==> src/core_pkg.sv <==
package core_pkg;

    localparam int XLEN        = 32;
    localparam int RAM_WORDS   = 256;
    localparam int RAM_LATENCY = 2;   // pop to response pulse
    localparam int QUEUE_DEPTH = 2;

    // counter and pointer widths
    localparam int QUEUE_PTR_W = $clog2(QUEUE_DEPTH);
    localparam int QUEUE_CNT_W = $clog2(QUEUE_DEPTH + 1);
    localparam int RAM_CNT_W   = $clog2(RAM_LATENCY + 1);

    typedef logic [31:0]     addr_t;
    typedef logic [XLEN-1:0] uintx_t;
    typedef logic [7:0]      word_index_t;
    typedef logic [3:0]      byte_mask_t;

    typedef enum logic [1:0] {
        MEM_NONE,
        MEM_LOAD,
        MEM_STORE,
        MEM_ATOMIC
    } mem_op_e;

    typedef enum logic [1:0] {
        SIZE_B,
        SIZE_H,
        SIZE_W
    } mem_size_e;

    typedef enum logic {
        OP_SIGNED,
        OP_UNSIGNED
    } sign_e;

    typedef enum logic [3:0] {
        AMO_LR,
        AMO_SC,
        AMO_SWAP,
        AMO_ADD,
        AMO_XOR,
        AMO_AND,
        AMO_OR,
        AMO_MIN,
        AMO_MAX
    } amo_op_e;

    // memory stage FSM
    typedef enum logic [1:0] {
        IDLE,
        WAIT_READY,
        WAIT_RVALID,
        WAIT_WVALID
    } stage_state_e;

    typedef struct packed {
        mem_op_e   op;
        mem_size_e size;
        sign_e     sign;   // load extension, min/max compare
        amo_op_e   amo;
    } mem_ctrl_t;

    typedef struct packed {
        logic       wen;
        addr_t      addr;
        uintx_t     wdata;
        byte_mask_t wmask;
    } dreq_t;

    typedef struct packed {
        uintx_t rdata;
    } dresp_t;

endpackage

==> src/mem_stage.sv <==
`timescale 1ns/100ps

module mem_stage (
    input  logic                clk,
    input  logic                reset,
    input  logic                valid,
    input  core_pkg::mem_ctrl_t ctrl,
    input  core_pkg::addr_t     addr,
    input  core_pkg::uintx_t    rs2_data,
    output core_pkg::uintx_t    rdata,
    output logic                is_stall,
    output logic                req_valid,
    output core_pkg::dreq_t     req,
    input  logic                req_ready,
    input  logic                resp_valid,
    input  core_pkg::dresp_t    resp
);
    import core_pkg::*;

    stage_state_e state;
    logic         done;       // result ready, retires on the next edge
    logic         wr_phase;   // current request is a write
    logic         sc_ok;
    logic         res_valid;
    addr_t        res_addr;
    uintx_t       rdata_q;
    logic         is_mem;
    logic         is_sc;
    logic         is_lr;
    logic         is_rmw;
    logic         sc_match;

    function automatic uintx_t amo_result(
        input amo_op_e op,
        input sign_e   sgn,
        input uintx_t  old,
        input uintx_t  src
    );
        logic lt;
        lt = (sgn == OP_SIGNED) ? ($signed(old) < $signed(src)) : (old < src);
        case (op)
            AMO_SWAP: amo_result = src;
            AMO_ADD:  amo_result = old + src;
            AMO_XOR:  amo_result = old ^ src;
            AMO_AND:  amo_result = old & src;
            AMO_OR:   amo_result = old | src;
            AMO_MIN:  amo_result = lt ? old : src;
            AMO_MAX:  amo_result = lt ? src : old;
            default:  amo_result = src;
        endcase
    endfunction

    // low lanes only, address bits 1:0 are ignored
    function automatic byte_mask_t size_mask(input mem_size_e size);
        case (size)
            SIZE_B:  size_mask = 4'b0001;
            SIZE_H:  size_mask = 4'b0011;
            default: size_mask = 4'b1111;
        endcase
    endfunction

    function automatic uintx_t format_rdata(
        input mem_ctrl_t c,
        input uintx_t    word,
        input logic      sc_status
    );
        case (c.op)
            MEM_LOAD: begin
                case (c.size)
                    SIZE_B: begin
                        format_rdata = (c.sign == OP_SIGNED) ?
                            {{(XLEN-8){word[7]}}, word[7:0]} : {{(XLEN-8){1'b0}}, word[7:0]};
                    end
                    SIZE_H: begin
                        format_rdata = (c.sign == OP_SIGNED) ?
                            {{(XLEN-16){word[15]}}, word[15:0]} : {{(XLEN-16){1'b0}}, word[15:0]};
                    end
                    default: format_rdata = word;
                endcase
            end
            MEM_ATOMIC: begin
                if (c.amo == AMO_SC) begin
                    format_rdata = {{(XLEN-1){1'b0}}, !sc_status};  // 0 on success
                end else begin
                    format_rdata = word;   // lr and amo return the old word
                end
            end
            default: format_rdata = '0;
        endcase
    endfunction

    assign is_mem   = ctrl.op != MEM_NONE;
    assign is_sc    = ctrl.op == MEM_ATOMIC && ctrl.amo == AMO_SC;
    assign is_lr    = ctrl.op == MEM_ATOMIC && ctrl.amo == AMO_LR;
    assign is_rmw   = ctrl.op == MEM_ATOMIC && !is_sc && !is_lr;
    assign sc_match = res_valid && res_addr == addr;

    assign is_stall = valid && is_mem && (state != IDLE || !done);
    assign rdata    = format_rdata(ctrl, rdata_q, sc_ok);

    assign req_valid = state == WAIT_READY;
    assign req.wen   = wr_phase;
    assign req.addr  = addr;
    assign req.wmask = (ctrl.op == MEM_ATOMIC) ? 4'b1111 : size_mask(ctrl.size);
    assign req.wdata = is_rmw ? amo_result(ctrl.amo, ctrl.sign, rdata_q, rs2_data) : rs2_data;

    always_ff @(posedge clk) begin
        if (reset) begin
            state     <= IDLE;
            done      <= 1'b0;
            wr_phase  <= 1'b0;
            sc_ok     <= 1'b0;
            res_valid <= 1'b0;
        end else if (!valid || !is_mem) begin
            state <= IDLE;
            done  <= 1'b0;
        end else begin
            case (state)
                IDLE: begin
                    if (done) begin
                        done <= 1'b0;
                    end else if (is_sc) begin
                        res_valid <= 1'b0;   // cleared either way
                        sc_ok     <= sc_match;
                        wr_phase  <= 1'b1;
                        if (sc_match) begin
                            state <= WAIT_READY;
                        end else begin
                            done <= 1'b1;    // no request on failure
                        end
                    end else begin
                        if (is_lr) begin
                            res_valid <= 1'b1;
                            res_addr  <= addr;
                        end
                        wr_phase <= ctrl.op == MEM_STORE;
                        state    <= WAIT_READY;
                    end
                end
                WAIT_READY: begin
                    if (req_ready) begin
                        state <= wr_phase ? WAIT_WVALID : WAIT_RVALID;
                    end
                end
                WAIT_RVALID: begin
                    if (resp_valid) begin
                        rdata_q <= resp.rdata;
                        if (is_rmw) begin
                            // second trip writes the operation result
                            wr_phase <= 1'b1;
                            state    <= WAIT_READY;
                        end else begin
                            state <= IDLE;
                            done  <= 1'b1;
                        end
                    end
                end
                WAIT_WVALID: begin
                    if (resp_valid) begin
                        state <= IDLE;
                        done  <= 1'b1;
                    end
                end
                default: state <= IDLE;
            endcase
        end
    end

endmodule

==> config.mk <==
export PLATFORM = sky130hd
export DESIGN_NAME = mem_stage
export DESIGN_NICKNAME = d
export VERILOG_FILES = /design/src/core_pkg.sv /design/src/mem_stage.sv
export SDC_FILE = /design/constraint.sdc
export NUM_CORES = 1
export LEC_CHECK = 0
export ABC_AREA = 1
export ABC_CLOCK_PERIOD_IN_PS = 4630
export BUFFER_PORTS_ARGS = -buffer_cell sky130_fd_sc_hd__buf_2
export CORE_MARGIN = 2
export CORE_UTILIZATION = 35
export DETAILED_ROUTE_END_ITERATION = 10
export SKIP_LAST_GASP = 1
export SLEW_MARGIN = 5
export SYNTH_ARGS = -nofsm -noshare
export SYNTH_HDL_FRONTEND = slang
export SYNTH_SLANG_ARGS = --single-unit
==> constraint.sdc <==
create_clock -name clk -period 4.63 [get_ports clk]
set_clock_uncertainty 0.2 [all_clocks]
set_input_delay 0.2315 -clock clk [delete_from_list [all_inputs] [get_ports clk]]
set_output_delay 0.2315 -clock clk [all_outputs]
set_load 0.01 [all_outputs]
==> run_results.csv <==
group,metric,value,unit
outcome,status,"finished, final reports clean",
floorplan,die-area,26400,um^2
clock_network,worstSkewPairLatency,0.36,ns
worst_setup_path,slowest_stage,"edfxtp_1",
cells_and_area,regArea,2040,um^2
worst_setup_path,arrival,3.45,ns
timing,fin_tns_setup,0,ns
global_routing,use_met1,0.304,
worst_hold_path,hp-class,"input port to flop",
synth,yosys_warnings,0,
clock_network,root_buffer,"clkbuf_16",
routing,route.detailed.drc,0,
global_routing,grt.busiest_layer,"met2",
timing,setup_viol,0,
placement,place_hpwl,23400,um
synth,ys_types,49,
timing,max_freq,258,MHz
synth,synth_top_area_share,0.218,
placement,io_buffers,211,
floorplan,start_util,0.352,
timing,worstMarginPinSlew,1.16,ns
synth,ys_seq_area_frac,0.232,
routing,drt_iter0_markers,615,
worst_setup_path,crit_start,"rdata_q[31]$_DFFE_PP_",
floorplan,ioPinCount,213,
synth,syn_area,8800,um^2
global_routing,grt_pass1_vias,9388,
floorplan,design.core.area,25000,um^2
global_routing,grtUsageMet2,0.395,
clock_network,cts_htree_levels,3,
worst_setup_path,r2r_setup_slack,2.56,ns
synth,synth-async-reset-ratio,0,
synth,yosys.area.top_type,"edfxtp_1",
worst_setup_path,crit_fanout,38,
floorplan,die_w,163,um
global_routing,met3_usage,0.0484,
cells_and_area,final_cell_mix,"nand2_1, buf_2, inv_1",
cells_and_area,drive_gt1_frac,0.170,
job,cap_violations,0,
routing,dr_total_vias,9808,
power_and_ir_drop,p_per_area,189,nW/um^2
worst_hold_path,worstHoldStart,"resp_valid",
floorplan,die-height,163,um
global_routing,grt_antenna_before_repair,2,
worst_setup_path,rr_startpoint,"state[1]$_SDFFE_PN0P_",
synth,avgSynthCellArea,6.56,um^2
clock_network,cts_tree,"built",
cells_and_area,final_common_cell,"nand2_1",
timing,hold_violations,0,
cells_and_area,n_fill_cell,2638,
power_and_ir_drop,cellLeakagePower,5.33,nW
worst_setup_path,endpoint_kind,"output pin",
synth,syn_inst,1341,
synth,ys_ff_latch,70,
global_routing,grt_max_degree,39,
routing,avgRoutedWirePerCell,16.6,um
worst_setup_path,cp-start-kind,"flop",
synth,synth_edf_count,64,
timing,rsz0062_at_grt,"no",
timing,maxSlewHeadroom,0.229,
worst_setup_path,required,4.20,ns
synth,syn_nets,1548,
power_and_ir_drop,vdd_drop_max,0.217,mV
cells_and_area,multi_input_area,5580,um^2
worst_setup_path,max_stage_delay,0.52,ns
global_routing,grt_first_pass_wirelength,49200,um
routing,ant_nets,0,
cells_and_area,nets,1775,
clock_network,cts_buffers,9,
global_routing,grt-ovfl-total,0,
placement,globalplace.congestion,0.916,
clock_network,cts_buffer_depth,2,
timing,period_share,0.837,
timing,period_minus_slack,3.88,ns
power_and_ir_drop,fin_total_pwr,2.05,mW
floorplan,rows,58,
worst_setup_path,crit_chain,"inv_1 -> ha_1 -> nor2_1 -> nand3_1 -> nor2_1 -> and3_1 -> nand2_1 -> nand2_1 -> nand2_2 -> nand2_2 -> buf_4 -> nand2_1 -> nand3_1 -> nand3_1 -> nor2_1 -> nor2_1 -> buf_2",
synth,synth_ff_type,"edfxtp_1",
global_routing,grt_usage,0.237,
clock_network,cts.sinks,70,
cells_and_area,area_delta_synth_final,23.5,%
timing,final_max_slew_viol_count,0,
routing,via_per_inst,5.14,
routing,wl,31600,um
routing,drt_pass1_iterations,5,
clock_network,clk_pin_slew,0.08,ns
worst_setup_path,critPathMostFrequentCell,"nor2_1",
synth,synthTopCellsByArea,"edfxtp_1, ha_1, nand2_1",
worst_setup_path,path_class,"flop to output pin",
-- sequential cells by signal, summed over array words and instances, names as in the netlist --
signal     flops
wr_phase       1
res_valid      1
sc_ok          1
rdata_q       32
res_addr      32
done           1
state          2
-- stage by stage --
| step | hold WS, ns | std cells | instance area (um^2) | util | setup slack, ns |
|---|---|---|---|---|---|
| final | 0.0348 | 1907 | 10900 | 0.435 | 0.753 |
| after global routing | 0.0583 | 1903 | 10900 | 0.435 | 0.372 |
| after CTS | 0.0257 | 1903 | 10900 | 0.435 | 0.742 |
| after detailed placement | 0.210 | 1822 | 9920 | 0.398 | 1.15 |
| after global placement | 0.208 | 1822 | 9920 | 0.398 | 1.19 |
| after floorplan | 0.110 | 1341 | 8800 | - | 1.95 |
-- final timing paths --
check / to / cells after the start
hold reg to reg: wr_phase$_SDFFE_PP0P_ / 2
hold / removal: state[1]$_SDFFE_PN0P_ / 4
setup / recovery: req[35] / 17
setup reg to reg: rdata_q[13]$_DFFE_PP_ / 5
-- where the power goes --
group          switching (mW)  internal, mW  leakage [nW]  total, mW
registers             0.00209         0.691         0.624      0.693
logic                   0.380         0.237          4.57      0.617
clock network           0.367         0.377         0.139      0.744
-- cells in the mapped netlist (2+ instances only) --
master / number
xor2_1: 11
a2111oi_0: 4
nand3b_1: 13
nand4_1: 7
xnor2_1: 5
nand2_2: 2
or2_2: 6
clkbuf_1: 19
buf_2: 13
o2111ai_1: 3
buf_6: 7
a221oi_1: 2
a21o_1: 9
o221ai_1: 2
and2_1: 2
o211ai_1: 2
a21oi_1: 85
ha_1: 96
dfxtp_1: 6
nand2_1: 298
a22o_1: 2
a211oi_1: 13
and3_1: 2
buf_1: 2
o21ai_0: 68
o22ai_1: 36
nor3_1: 19
a21oi_2: 2
nor2_1: 143
o21a_1: 5
nand3_1: 150
inv_1: 176
inv_2: 9
a21boi_0: 4
o21bai_1: 4
clkinv_1: 4
buf_4: 35
edfxtp_1: 64
-- layout make-up --
| cell class | instances | area share |
|---|---|---|
| Clock inverter | 7 | 0.00575 |
| Antenna cell | 4 | 0.000921 |
| Sequential cell | 70 | 0.188 |
| Timing Repair Buffer | 292 | 0.168 |
| Tap cell | 330 | 0.0380 |
| Clock buffer | 9 | 0.0207 |
| Inverter | 189 | 0.0653 |
| Multi-Input combinational cell | 1006 | 0.514 |
-- layer usage --
layer	vias to the layer above	wire length (um)
li1	4882	-
met1	4457	13800
met2	408	14400
met3	61	2510
met4	0	925
met5	-	0
-- logic make-up after synthesis --
logic type                 count (synthesis)  synth area share
adders and majority gates                 97             0.139
buffers and inverters                    265             0.136
DFF                                       70             0.232
and+or+nand+nor                          646             0.314
other                                      1          0.000426
xor gates and xnor gates                  16            0.0159
AOI/OAI and AO/OA                        246             0.163
-- what timing repair did --
action	4_1_cts	5_1_grt
setup buffers	0	0
hold buffers	65	0
gates resized for setup	0	0
endpoints found under the hold margin	68	0
-- critical path, delay by kind of cell (launching register included) --
kind	cells	cell delay, ns
buffers and inverters	3	0.71
DFF	1	0.52
adders and majority gates	1	0.36
and+or+nand+nor	13	1.47
Note: power is estimated with default switching activity, not from simulation.
