File: src/core_pkg.sv
package core_pkg;

    localparam int XLEN        = 32;
    localparam int RAM_WORDS   = 256;
    localparam int RAM_LATENCY = 2;   // pop to response pulse
    localparam int QUEUE_DEPTH = 2;

    // counter and pointer widths
    localparam int QUEUE_PTR_W = $clog2(QUEUE_DEPTH);
    localparam int QUEUE_CNT_W = $clog2(QUEUE_DEPTH + 1);
    localparam int RAM_CNT_W   = $clog2(RAM_LATENCY + 1);

    typedef logic [31:0]     addr_t;
    typedef logic [XLEN-1:0] uintx_t;
    typedef logic [7:0]      word_index_t;
    typedef logic [3:0]      byte_mask_t;

    typedef enum logic [1:0] {
        MEM_NONE,
        MEM_LOAD,
        MEM_STORE,
        MEM_ATOMIC
    } mem_op_e;

    typedef enum logic [1:0] {
        SIZE_B,
        SIZE_H,
        SIZE_W
    } mem_size_e;

    typedef enum logic {
        OP_SIGNED,
        OP_UNSIGNED
    } sign_e;

    typedef enum logic [3:0] {
        AMO_LR,
        AMO_SC,
        AMO_SWAP,
        AMO_ADD,
        AMO_XOR,
        AMO_AND,
        AMO_OR,
        AMO_MIN,
        AMO_MAX
    } amo_op_e;

    // memory stage FSM
    typedef enum logic [1:0] {
        IDLE,
        WAIT_READY,
        WAIT_RVALID,
        WAIT_WVALID
    } stage_state_e;

    typedef struct packed {
        mem_op_e   op;
        mem_size_e size;
        sign_e     sign;   // load extension, min/max compare
        amo_op_e   amo;
    } mem_ctrl_t;

    typedef struct packed {
        logic       wen;
        addr_t      addr;
        uintx_t     wdata;
        byte_mask_t wmask;
    } dreq_t;

    typedef struct packed {
        uintx_t rdata;
    } dresp_t;

endpackage

File: src/dreq_queue.sv
`timescale 1ns/100ps

module dreq_queue (
    input  logic            clk,
    input  logic            reset,
    input  logic            push_valid,
    input  core_pkg::dreq_t push,
    output logic            push_ready,
    output logic            head_valid,
    output core_pkg::dreq_t head,
    input  logic            pop
);
    import core_pkg::*;

    dreq_t                  entries [QUEUE_DEPTH];
    logic [QUEUE_PTR_W-1:0] rd_ptr;
    logic [QUEUE_PTR_W-1:0] wr_ptr;
    logic [QUEUE_CNT_W-1:0] count;
    logic                   push_fire;
    logic                   pop_fire;

    function automatic logic [QUEUE_PTR_W-1:0] next_ptr(input logic [QUEUE_PTR_W-1:0] ptr);
        if (ptr == QUEUE_PTR_W'(QUEUE_DEPTH - 1)) begin
            next_ptr = '0;
        end else begin
            next_ptr = ptr + 1'b1;
        end
    endfunction

    assign push_ready = count != QUEUE_CNT_W'(QUEUE_DEPTH);  // only back-pressure
    assign head_valid = count != '0;
    assign head       = entries[rd_ptr];
    assign push_fire  = push_valid && push_ready;
    assign pop_fire   = pop && head_valid;

    always_ff @(posedge clk) begin
        if (reset) begin
            rd_ptr <= '0;
            wr_ptr <= '0;
            count  <= '0;
        end else begin
            if (push_fire) begin
                wr_ptr <= next_ptr(wr_ptr);
            end
            if (pop_fire) begin
                rd_ptr <= next_ptr(rd_ptr);
            end
            case ({push_fire, pop_fire})
                2'b10:   count <= count + 1'b1;
                2'b01:   count <= count - 1'b1;
                default: count <= count;   // both or neither
            endcase
        end
    end

    always_ff @(posedge clk) begin
        if (push_fire) begin
            entries[wr_ptr] <= push;
        end
    end

endmodule

File: config.mk
export PLATFORM = sky130hd
export DESIGN_NAME = dreq_queue
export DESIGN_NICKNAME = d
export VERILOG_FILES = /design/src/core_pkg.sv /design/src/dreq_queue.sv
export SDC_FILE = /design/constraint.sdc
export NUM_CORES = 1
export LEC_CHECK = 0
export ABC_AREA = 1
export BUFFER_PORTS_ARGS = -buffer_cell sky130_fd_sc_hd__buf_2
export CORE_ASPECT_RATIO = 1.25
export CORE_MARGIN = 5
export CORE_UTILIZATION = 56
export DETAILED_ROUTE_END_ITERATION = 16
export PLACE_DENSITY = 0.85
export SLEW_MARGIN = 20
export SYNTH_ARGS = -nofsm -noshare
export SYNTH_HDL_FRONTEND = slang
export SYNTH_SLANG_ARGS = --single-unit
File: constraint.sdc
create_clock -name clk -period 9.95 [get_ports clk]
set_clock_uncertainty 0.2 [all_clocks]
set_input_delay 0.4975 -clock clk [delete_from_list [all_inputs] [get_ports clk]]
set_output_delay 0.4975 -clock clk [all_outputs]
set_load 0.03 [all_outputs]
==> results of run 1 <==
-- cell type report --
type	instances	area share, %
sequential	143	63.1
multi-input combinational	94	14.0
timing repair buffer	145	10.9
clock buffer	18	6.38
clock inverter	13	2.90
tap	123	2.29
inverter	8	0.446
-- cell usage in the layout, fill, tap and decap left out --
cell and instances:
mux2_4 10, clkinv_2 2, nor2_4 2, bufinv_16 5
o21ai_0 3, buf_4 2, ha_1 1, clkinv_1 3
dfxtp_4 1, dfxtp_1 4, nand4_1 1, a21oi_1 2
clkbuf_1 1, nor2_1 8, nand2_1 8, clkbuf_16 17
clkinvlp_4 2, mux2_2 59, clkinv_4 1, inv_1 8
edfxtp_1 138, buf_2 143
-- through the flow --
stage	setup WS [ps]	util, %
after floorplan	5530	-
after global placement	7650	66.5
after detailed placement	7630	66.5
after CTS	7200	73.3
after global routing	7110	73.3
final	7230	73.3
-- report_power, final --
group | leakage, nW | internal (mW) | total (mW) | switching, mW
clock network | 0.298 | 0.440 | 0.656 | 0.216
registers | 1.33 | 0.739 | 0.780 | 0.0414
logic | 0.948 | 0.131 | 0.359 | 0.228
-- worst max-delay path: stages (launching register included) --
cell and delay, ps:
dfxtp_4 950, mux2_2 430, buf_2 180
-- cells in the mapped netlist --
cell	count	area, um^2
a21oi_1	2	10.0
buf_2	5	25.0
buf_6	2	22.5
buf_8	1	15.0
dfxtp_1	5	100
edfxtp_1	138	4140
ha_1	1	12.5
inv_1	8	30.0
mux2_2	59	664
mux2_4	10	150
nand2_1	8	30.0
nand4_1	1	6.26
nor2_1	10	37.5
o21ai_0	3	15.0
-- cell families (layout without fill, tap and decap cells) --
kind of cell	Yosys count	count (layout)	synth area share (%)
mux	69	69	15.5
compound gates	5	5	0.475
buf+inv	16	184	1.76
fa+ha+maj	1	1	0.238
flops	143	143	80.6
simple gates	19	19	1.40
-- how the worst max path moves through the flow --
stage | to | slack [ps] | cells past startpoint
final | head[2] | 7230 | 2
after detailed placement | head[30] | 7630 | 2
after global routing | head[39] | 7110 | 2
after CTS | head[30] | 7200 | 2
after global placement | head[30] | 7650 | 2
after floorplan | entries[0][0] | 5530 | 4
-- layer usage --
metal	vias up	share of wire [%]	track usage (%)	wire, um
li1	1290	-	-	-
met1	1340	37	18.0	3540
met2	95	56	30.8	5420
met3	10	6.2	6.95	597
met4	4	1.1	6.50	109
met5	-	0.24	0	23
-- sequential cells by signal, summed over array words and instances (netlist names), named ones only --
register  cells
count         2
entries     138
rd_ptr        1
wr_ptr        1
==> flow_summary.json, run 1 <==
{
  "rrSetupSlack_ps": 7770,
  "die_w_um": 96.7,
  "core_um2": 9170,
  "routed-via-count": 2739,
  "hp-class": "in -> reg",
  "power_leakage_nw": 2.58,
  "peakVddDrop_mv": 0.158,
  "dieHeight_um": 118,
  "power_mw": 1.80,
  "layout.area.seq_um2": 4250,
  "syn_to_final_growth_pct": 27.8,
  "synth_seq_cells": 143,
  "clock_latency_ps": 390,
  "stdcell_count": 544,
  "tns_ps": 0,
  "finalHoldViolCount": 0,
  "synthesis.area_um2": 5260,
  "synth_fp_nets": 327,
  "place_congestion": 0.763,
  "cp_max_fo": 69,
  "dp_hpwl_um": 6260,
  "arrival_ps": 2030,
  "max_cap_viol_count": 0,
  "critPathKind": "reg -> out",
  "period_share_pct": 27.4,
  "viasPerCell": 5.03,
  "synthCells": 253,
  "cts_tree": "done",
  "avgRoutedWirePerCell_um": 17.8,
  "dpl.cell_count": 513,
  "rsz0062_at_grt": "false",
  "htree_levels": 4,
  "reg2reg_from": "count[0]",
  "dpl_cell_area_um2": 6100,
  "clock_sinks": 143,
  "reg2reg_depth": 5,
  "status": "complete, no violations",
  "synth_area_per_cell_um2": 20.8,
  "worstSetupEndpointType": "output port",
  "holdPathEnd": "entries[0][61]",
  "drc_errors": 0,
  "antenna_found_initial": 2,
  "crit_required_ps": 9250,
  "whs_path_depth": 1,
  "min-delay-start": "push[61]",
  "die_area_um2": 11400,
  "grt_max_degree": 70,
  "cts_root_buffer": "clkbuf_16",
  "post-cts-setup-buffers": 0,
  "multi_input_area_um2": 941,
  "yosysUniqueCellTypes": 14,
  "grt_usage_pct": 17.2,
  "initialDrtViolationCount": 192,
  "grt_pass1_wl_um": 14900,
  "holdBufCountCts": 0,
  "worstSetupStartpointType": "register",
  "nNetsFinal": 483,
  "cts_made_buffers": 17,
  "final_layout_size_suffix_gt1_share_pct": 58.0,
  "period_minus_slack_ps": 2720,
  "synth_warnings": 0,
  "antenna_cells": 0,
  "grt_pass1_vias": 2983,
  "r2r-end": "entries[0][9]",
  "drv_slew": 0,
  "final_area_um2": 6730,
  "setup_viol": 0,
  "powerDensity_nw_per_um2": 267,
  "dr.pass1.iters": 4,
  "tightestPinTransition_ps": 961,
  "relSlewSlack_pct": 35.9,
  "io_pins": 144,
  "grt_overflow": 0,
  "max_clock_freq_mhz": 367,
  "portBuffers": 143,
  "clockBufferDepth": 2,
  "wl_um": 9690,
  "hold_slack_ps": 88.0,
  "yosysSeqAreaShare_pct": 80.6,
  "clk_pin_slew_ps": 60,
  "ctsResizeCount": 0,
  "final_antenna_net_count": 0,
  "fillers": 592,
  "initial_core_util_pct": 57.4,
  "row_count": 39
}
Power figures use the tool's default switching activity.
==> inputs of run 2 (changes only) <==
--- a/config.mk
+++ b/config.mk
@@ -5,13 +5,13 @@
 export SDC_FILE = /design/constraint.sdc
 export NUM_CORES = 1
 export LEC_CHECK = 0
-export ABC_AREA = 1
+export ABC_AREA = 0
 export BUFFER_PORTS_ARGS = -buffer_cell sky130_fd_sc_hd__buf_2
 export CORE_ASPECT_RATIO = 1.25
 export CORE_MARGIN = 5
-export CORE_UTILIZATION = 56
+export CORE_UTILIZATION = 52
 export DETAILED_ROUTE_END_ITERATION = 16
-export PLACE_DENSITY = 0.85
+export PLACE_DENSITY = 0.79
 export SLEW_MARGIN = 20
 export SYNTH_ARGS = -nofsm -noshare
 export SYNTH_HDL_FRONTEND = slang
==> constraint.sdc (replaced) <==
create_clock -name clk -period 2.6 [get_ports clk]
set_clock_uncertainty 0.2 [all_clocks]
set_input_delay 0.13 -clock clk [delete_from_list [all_inputs] [get_ports clk]]
set_output_delay 0.13 -clock clk [all_outputs]
set_load 0.03 [all_outputs]
==> run 2 against run 1 <==
Clock power increased to 4.1 times the previous value. Global-route usage increased by 0.29 points. Register-to-register slack lost 7000 ps. Critical endpoint is now head[55]. First-iteration DRC count decreased by 53%. Sequential cell count is the same. Sequential share of layout area down 6.4 points. Utilization increased by 3.7 points. Sequential power rose to 3.9 times the previous value. Non-clock buffer count grew 75. Synthesized area is 1.3% lower. Routed wire length is 5.3% higher.
==> flow_summary.json, run 2 <==
{
  "status": "complete, no violations",
  "cp_max_fo": 43,
  "relSlewSlack_pct": 68.7,
  "period_minus_slack_ps": 2210,
  "io_pins": 144,
  "place_ws_ps": 774,
  "arrival_ps": 1880,
  "die_area_um2": 12100,
  "grt_pass1_wl_um": 15800,
  "final_antenna_net_count": 0,
  "p_comb_share_pct": 28.4,
  "layout_commonest_cell": "buf_2",
  "dpl.cell_count": 504,
  "critPathKind": "reg -> out",
  "fillers": 545,
  "setup_viol": 0,
  "largest_reg_flops": 138,
  "max_clock_freq_mhz": 452,
  "synthCells": 239,
  "largest-register": "entries",
  "synth_edf_count": 138,
  "dieHeight_um": 122,
  "nNetsFinal": 544,
  "slowest_stage": "dfxtp_4",
  "synth_area_per_cell_um2": 21.7,
  "grt_usage_pct": 17.5,
  "final_layout_size_suffix_gt1_share_pct": 51.3,
  "dp_hpwl_um": 6170,
  "p_seq_share_pct": 38.0,
  "synth_common_cells": "138 x edfxtp_1, 69 x mux2_2, 6 x buf_2",
  "cts_tree": "done",
  "async_flop_share_pct": 0,
  "drc_errors": 0,
  "yosys.area.top_type_share_pct": 79.7,
  "row_count": 40,
  "avgRoutedWirePerCell_um": 16.8,
  "p_clk_share_pct": 33.6,
  "yosysUniqueCellTypes": 20,
  "yosysMostFrequentCell": "edfxtp_1",
  "yosysTopAreaCell": "edfxtp_1",
  "max_stage_delay_ps": 580,
  "antenna_found_initial": 0,
  "cts_root_buffer": "clkbuf_16",
  "syn_to_final_growth_pct": 44.0,
  "core_um2": 9710,
  "cp_top_family": "flip-flops",
  "clock_sinks": 143,
  "synthTopCellsByArea": "edfxtp_1 80%, mux2_2 15%, dfxtp_1 1.9%, buf_2 0.58%, buf_6 0.43%",
  "crit_required_ps": 2270,
  "reg.largest.list": "entries (138), count (2)",
  "power_leakage_nw": 2.85,
  "dpl_cell_area_um2": 6080,
  "tightestPinTransition_ps": 470,
  "period_share_pct": 85.1,
  "p_sw_mw": 2.41,
  "synth_seq_cells": 143,
  "grt_pass1_vias": 3239,
  "htree_levels": 4,
  "finalWorstSetupSlack_ps": 388,
  "ctsResizeCount": 0,
  "worstSetupStartpointType": "register",
  "finalHoldViolCount": 0,
  "powerDensity_nw_per_um2": 1080,
  "clock_latency_ps": 400,
  "worstSetupEndpointType": "output port",
  "synthesis.area_um2": 5200,
  "antenna_cells": 0,
  "clockBufferDepth": 2,
  "hp-class": "in -> reg",
  "drv_slew": 0,
  "grt_max_degree": 70,
  "path_cells": "buf_12 > mux2_2 > buf_2",
  "peakVddDrop_mv": 0.608,
  "portBuffers": 143,
  "dr.pass1.iters": 4,
  "initialDrtViolationCount": 91,
  "dominantRegCellSynth": "edfxtp_1",
  "routed-via-count": 2963,
  "post-cts-setup-buffers": 0,
  "die_w_um": 99.4,
  "power_switching_share_pct": 29.9,
  "crit_buf_inv": 2,
  "synth_warnings": 0,
  "stdcell_count": 609,
  "viasPerCell": 4.87,
  "max_cap_viol_count": 0,
  "rsz0062_at_grt": "false",
  "intPower_mw": 5.65,
  "grt_overflow": 0,
  "place_congestion": 0.741,
  "cts_made_buffers": 17,
  "yosysSeqAreaShare_pct": 81.7,
  "final_cell_mix": "143 x buf_2, 138 x edfxtp_1, 73 x dlygate4sd3_1",
  "initial_core_util_pct": 53.5,
  "tns_ps": 0,
  "clk_pin_slew_ps": 50,
  "final_area_um2": 7480,
  "wl_um": 10200,
  "synth_fp_nets": 313
}
-- run 2: final timing paths --
| path | end | slack (ps) | depth (start not counted) | startpoint |
|---|---|---|---|---|
| max | head[55] | 390 | 3 | register |
| min | entries[0][29] | 240 | 2 | push[29] |
| max reg2reg | entries[1][46] | 750 | 3 | count[0] |
| min reg2reg | rd_ptr | 320 | 2 | rd_ptr |
-- run 2: cell families after synthesis --
family | after synthesis | synth area share, %
fa+ha+maj | 1 | 0.241
mux | 69 | 15.0
buf+inv | 9 | 1.08
simple gates | 9 | 0.915
compound gates | 5 | 0.626
flops | 143 | 81.7
xor+xnor | 3 | 0.506
-- run 2: layer usage --
metal	GRT usage [%]	part of all wire, %	routed length (um)
met2	31.5	56	5690
met1	19.1	37	3780
met4	6.58	1.2	124
met5	0	0	0
met3	5.67	6.0	611
-- run 2: power groups by stage --
stage	Clock, mW	Combinational [mW]	Sequential (mW)
after floorplan	0	1.69	3.02
after global placement	0	2.19	3.09
after detailed placement	0	2.21	3.11
after CTS	2.76	2.31	3.06
after global routing	2.86	2.42	3.10
final	2.71	2.29	3.06
-- run 2: area by class of cell --
class / instances / area, um^2 / share of cell area [%]
sequential: 143 / 4250 / 56.8
timing repair buffer: 220 / 1500 / 20.1
multi-input combinational: 87 / 897 / 12.0
clock buffer: 17 / 425 / 5.68
clock inverter: 15 / 246 / 3.29
tap: 126 / 158 / 2.11
inverter: 1 / 7.51 / 0.100
-- run 2: through the flow --
stage	hold slack, ps	utilization, %	total power, mW
floorplan	-0.934	-	4.71
global placement	117	62.6	5.28
finish	244	77.1	8.06
CTS	227	77.1	8.13
global route	247	77.1	8.37
detailed placement	121	62.6	5.31
-- run 2: worst reg2reg max path: stages (launching register included) --
cell and delay (ps):
dfxtp_1 420, nand2b_1 230, and3_2 210, buf_4 410
-- run 2: timing repair --
item,CTS,global route
endpoints found under the hold margin,143,0
endpoints found under the setup margin,0,0
hold buffers,73,0
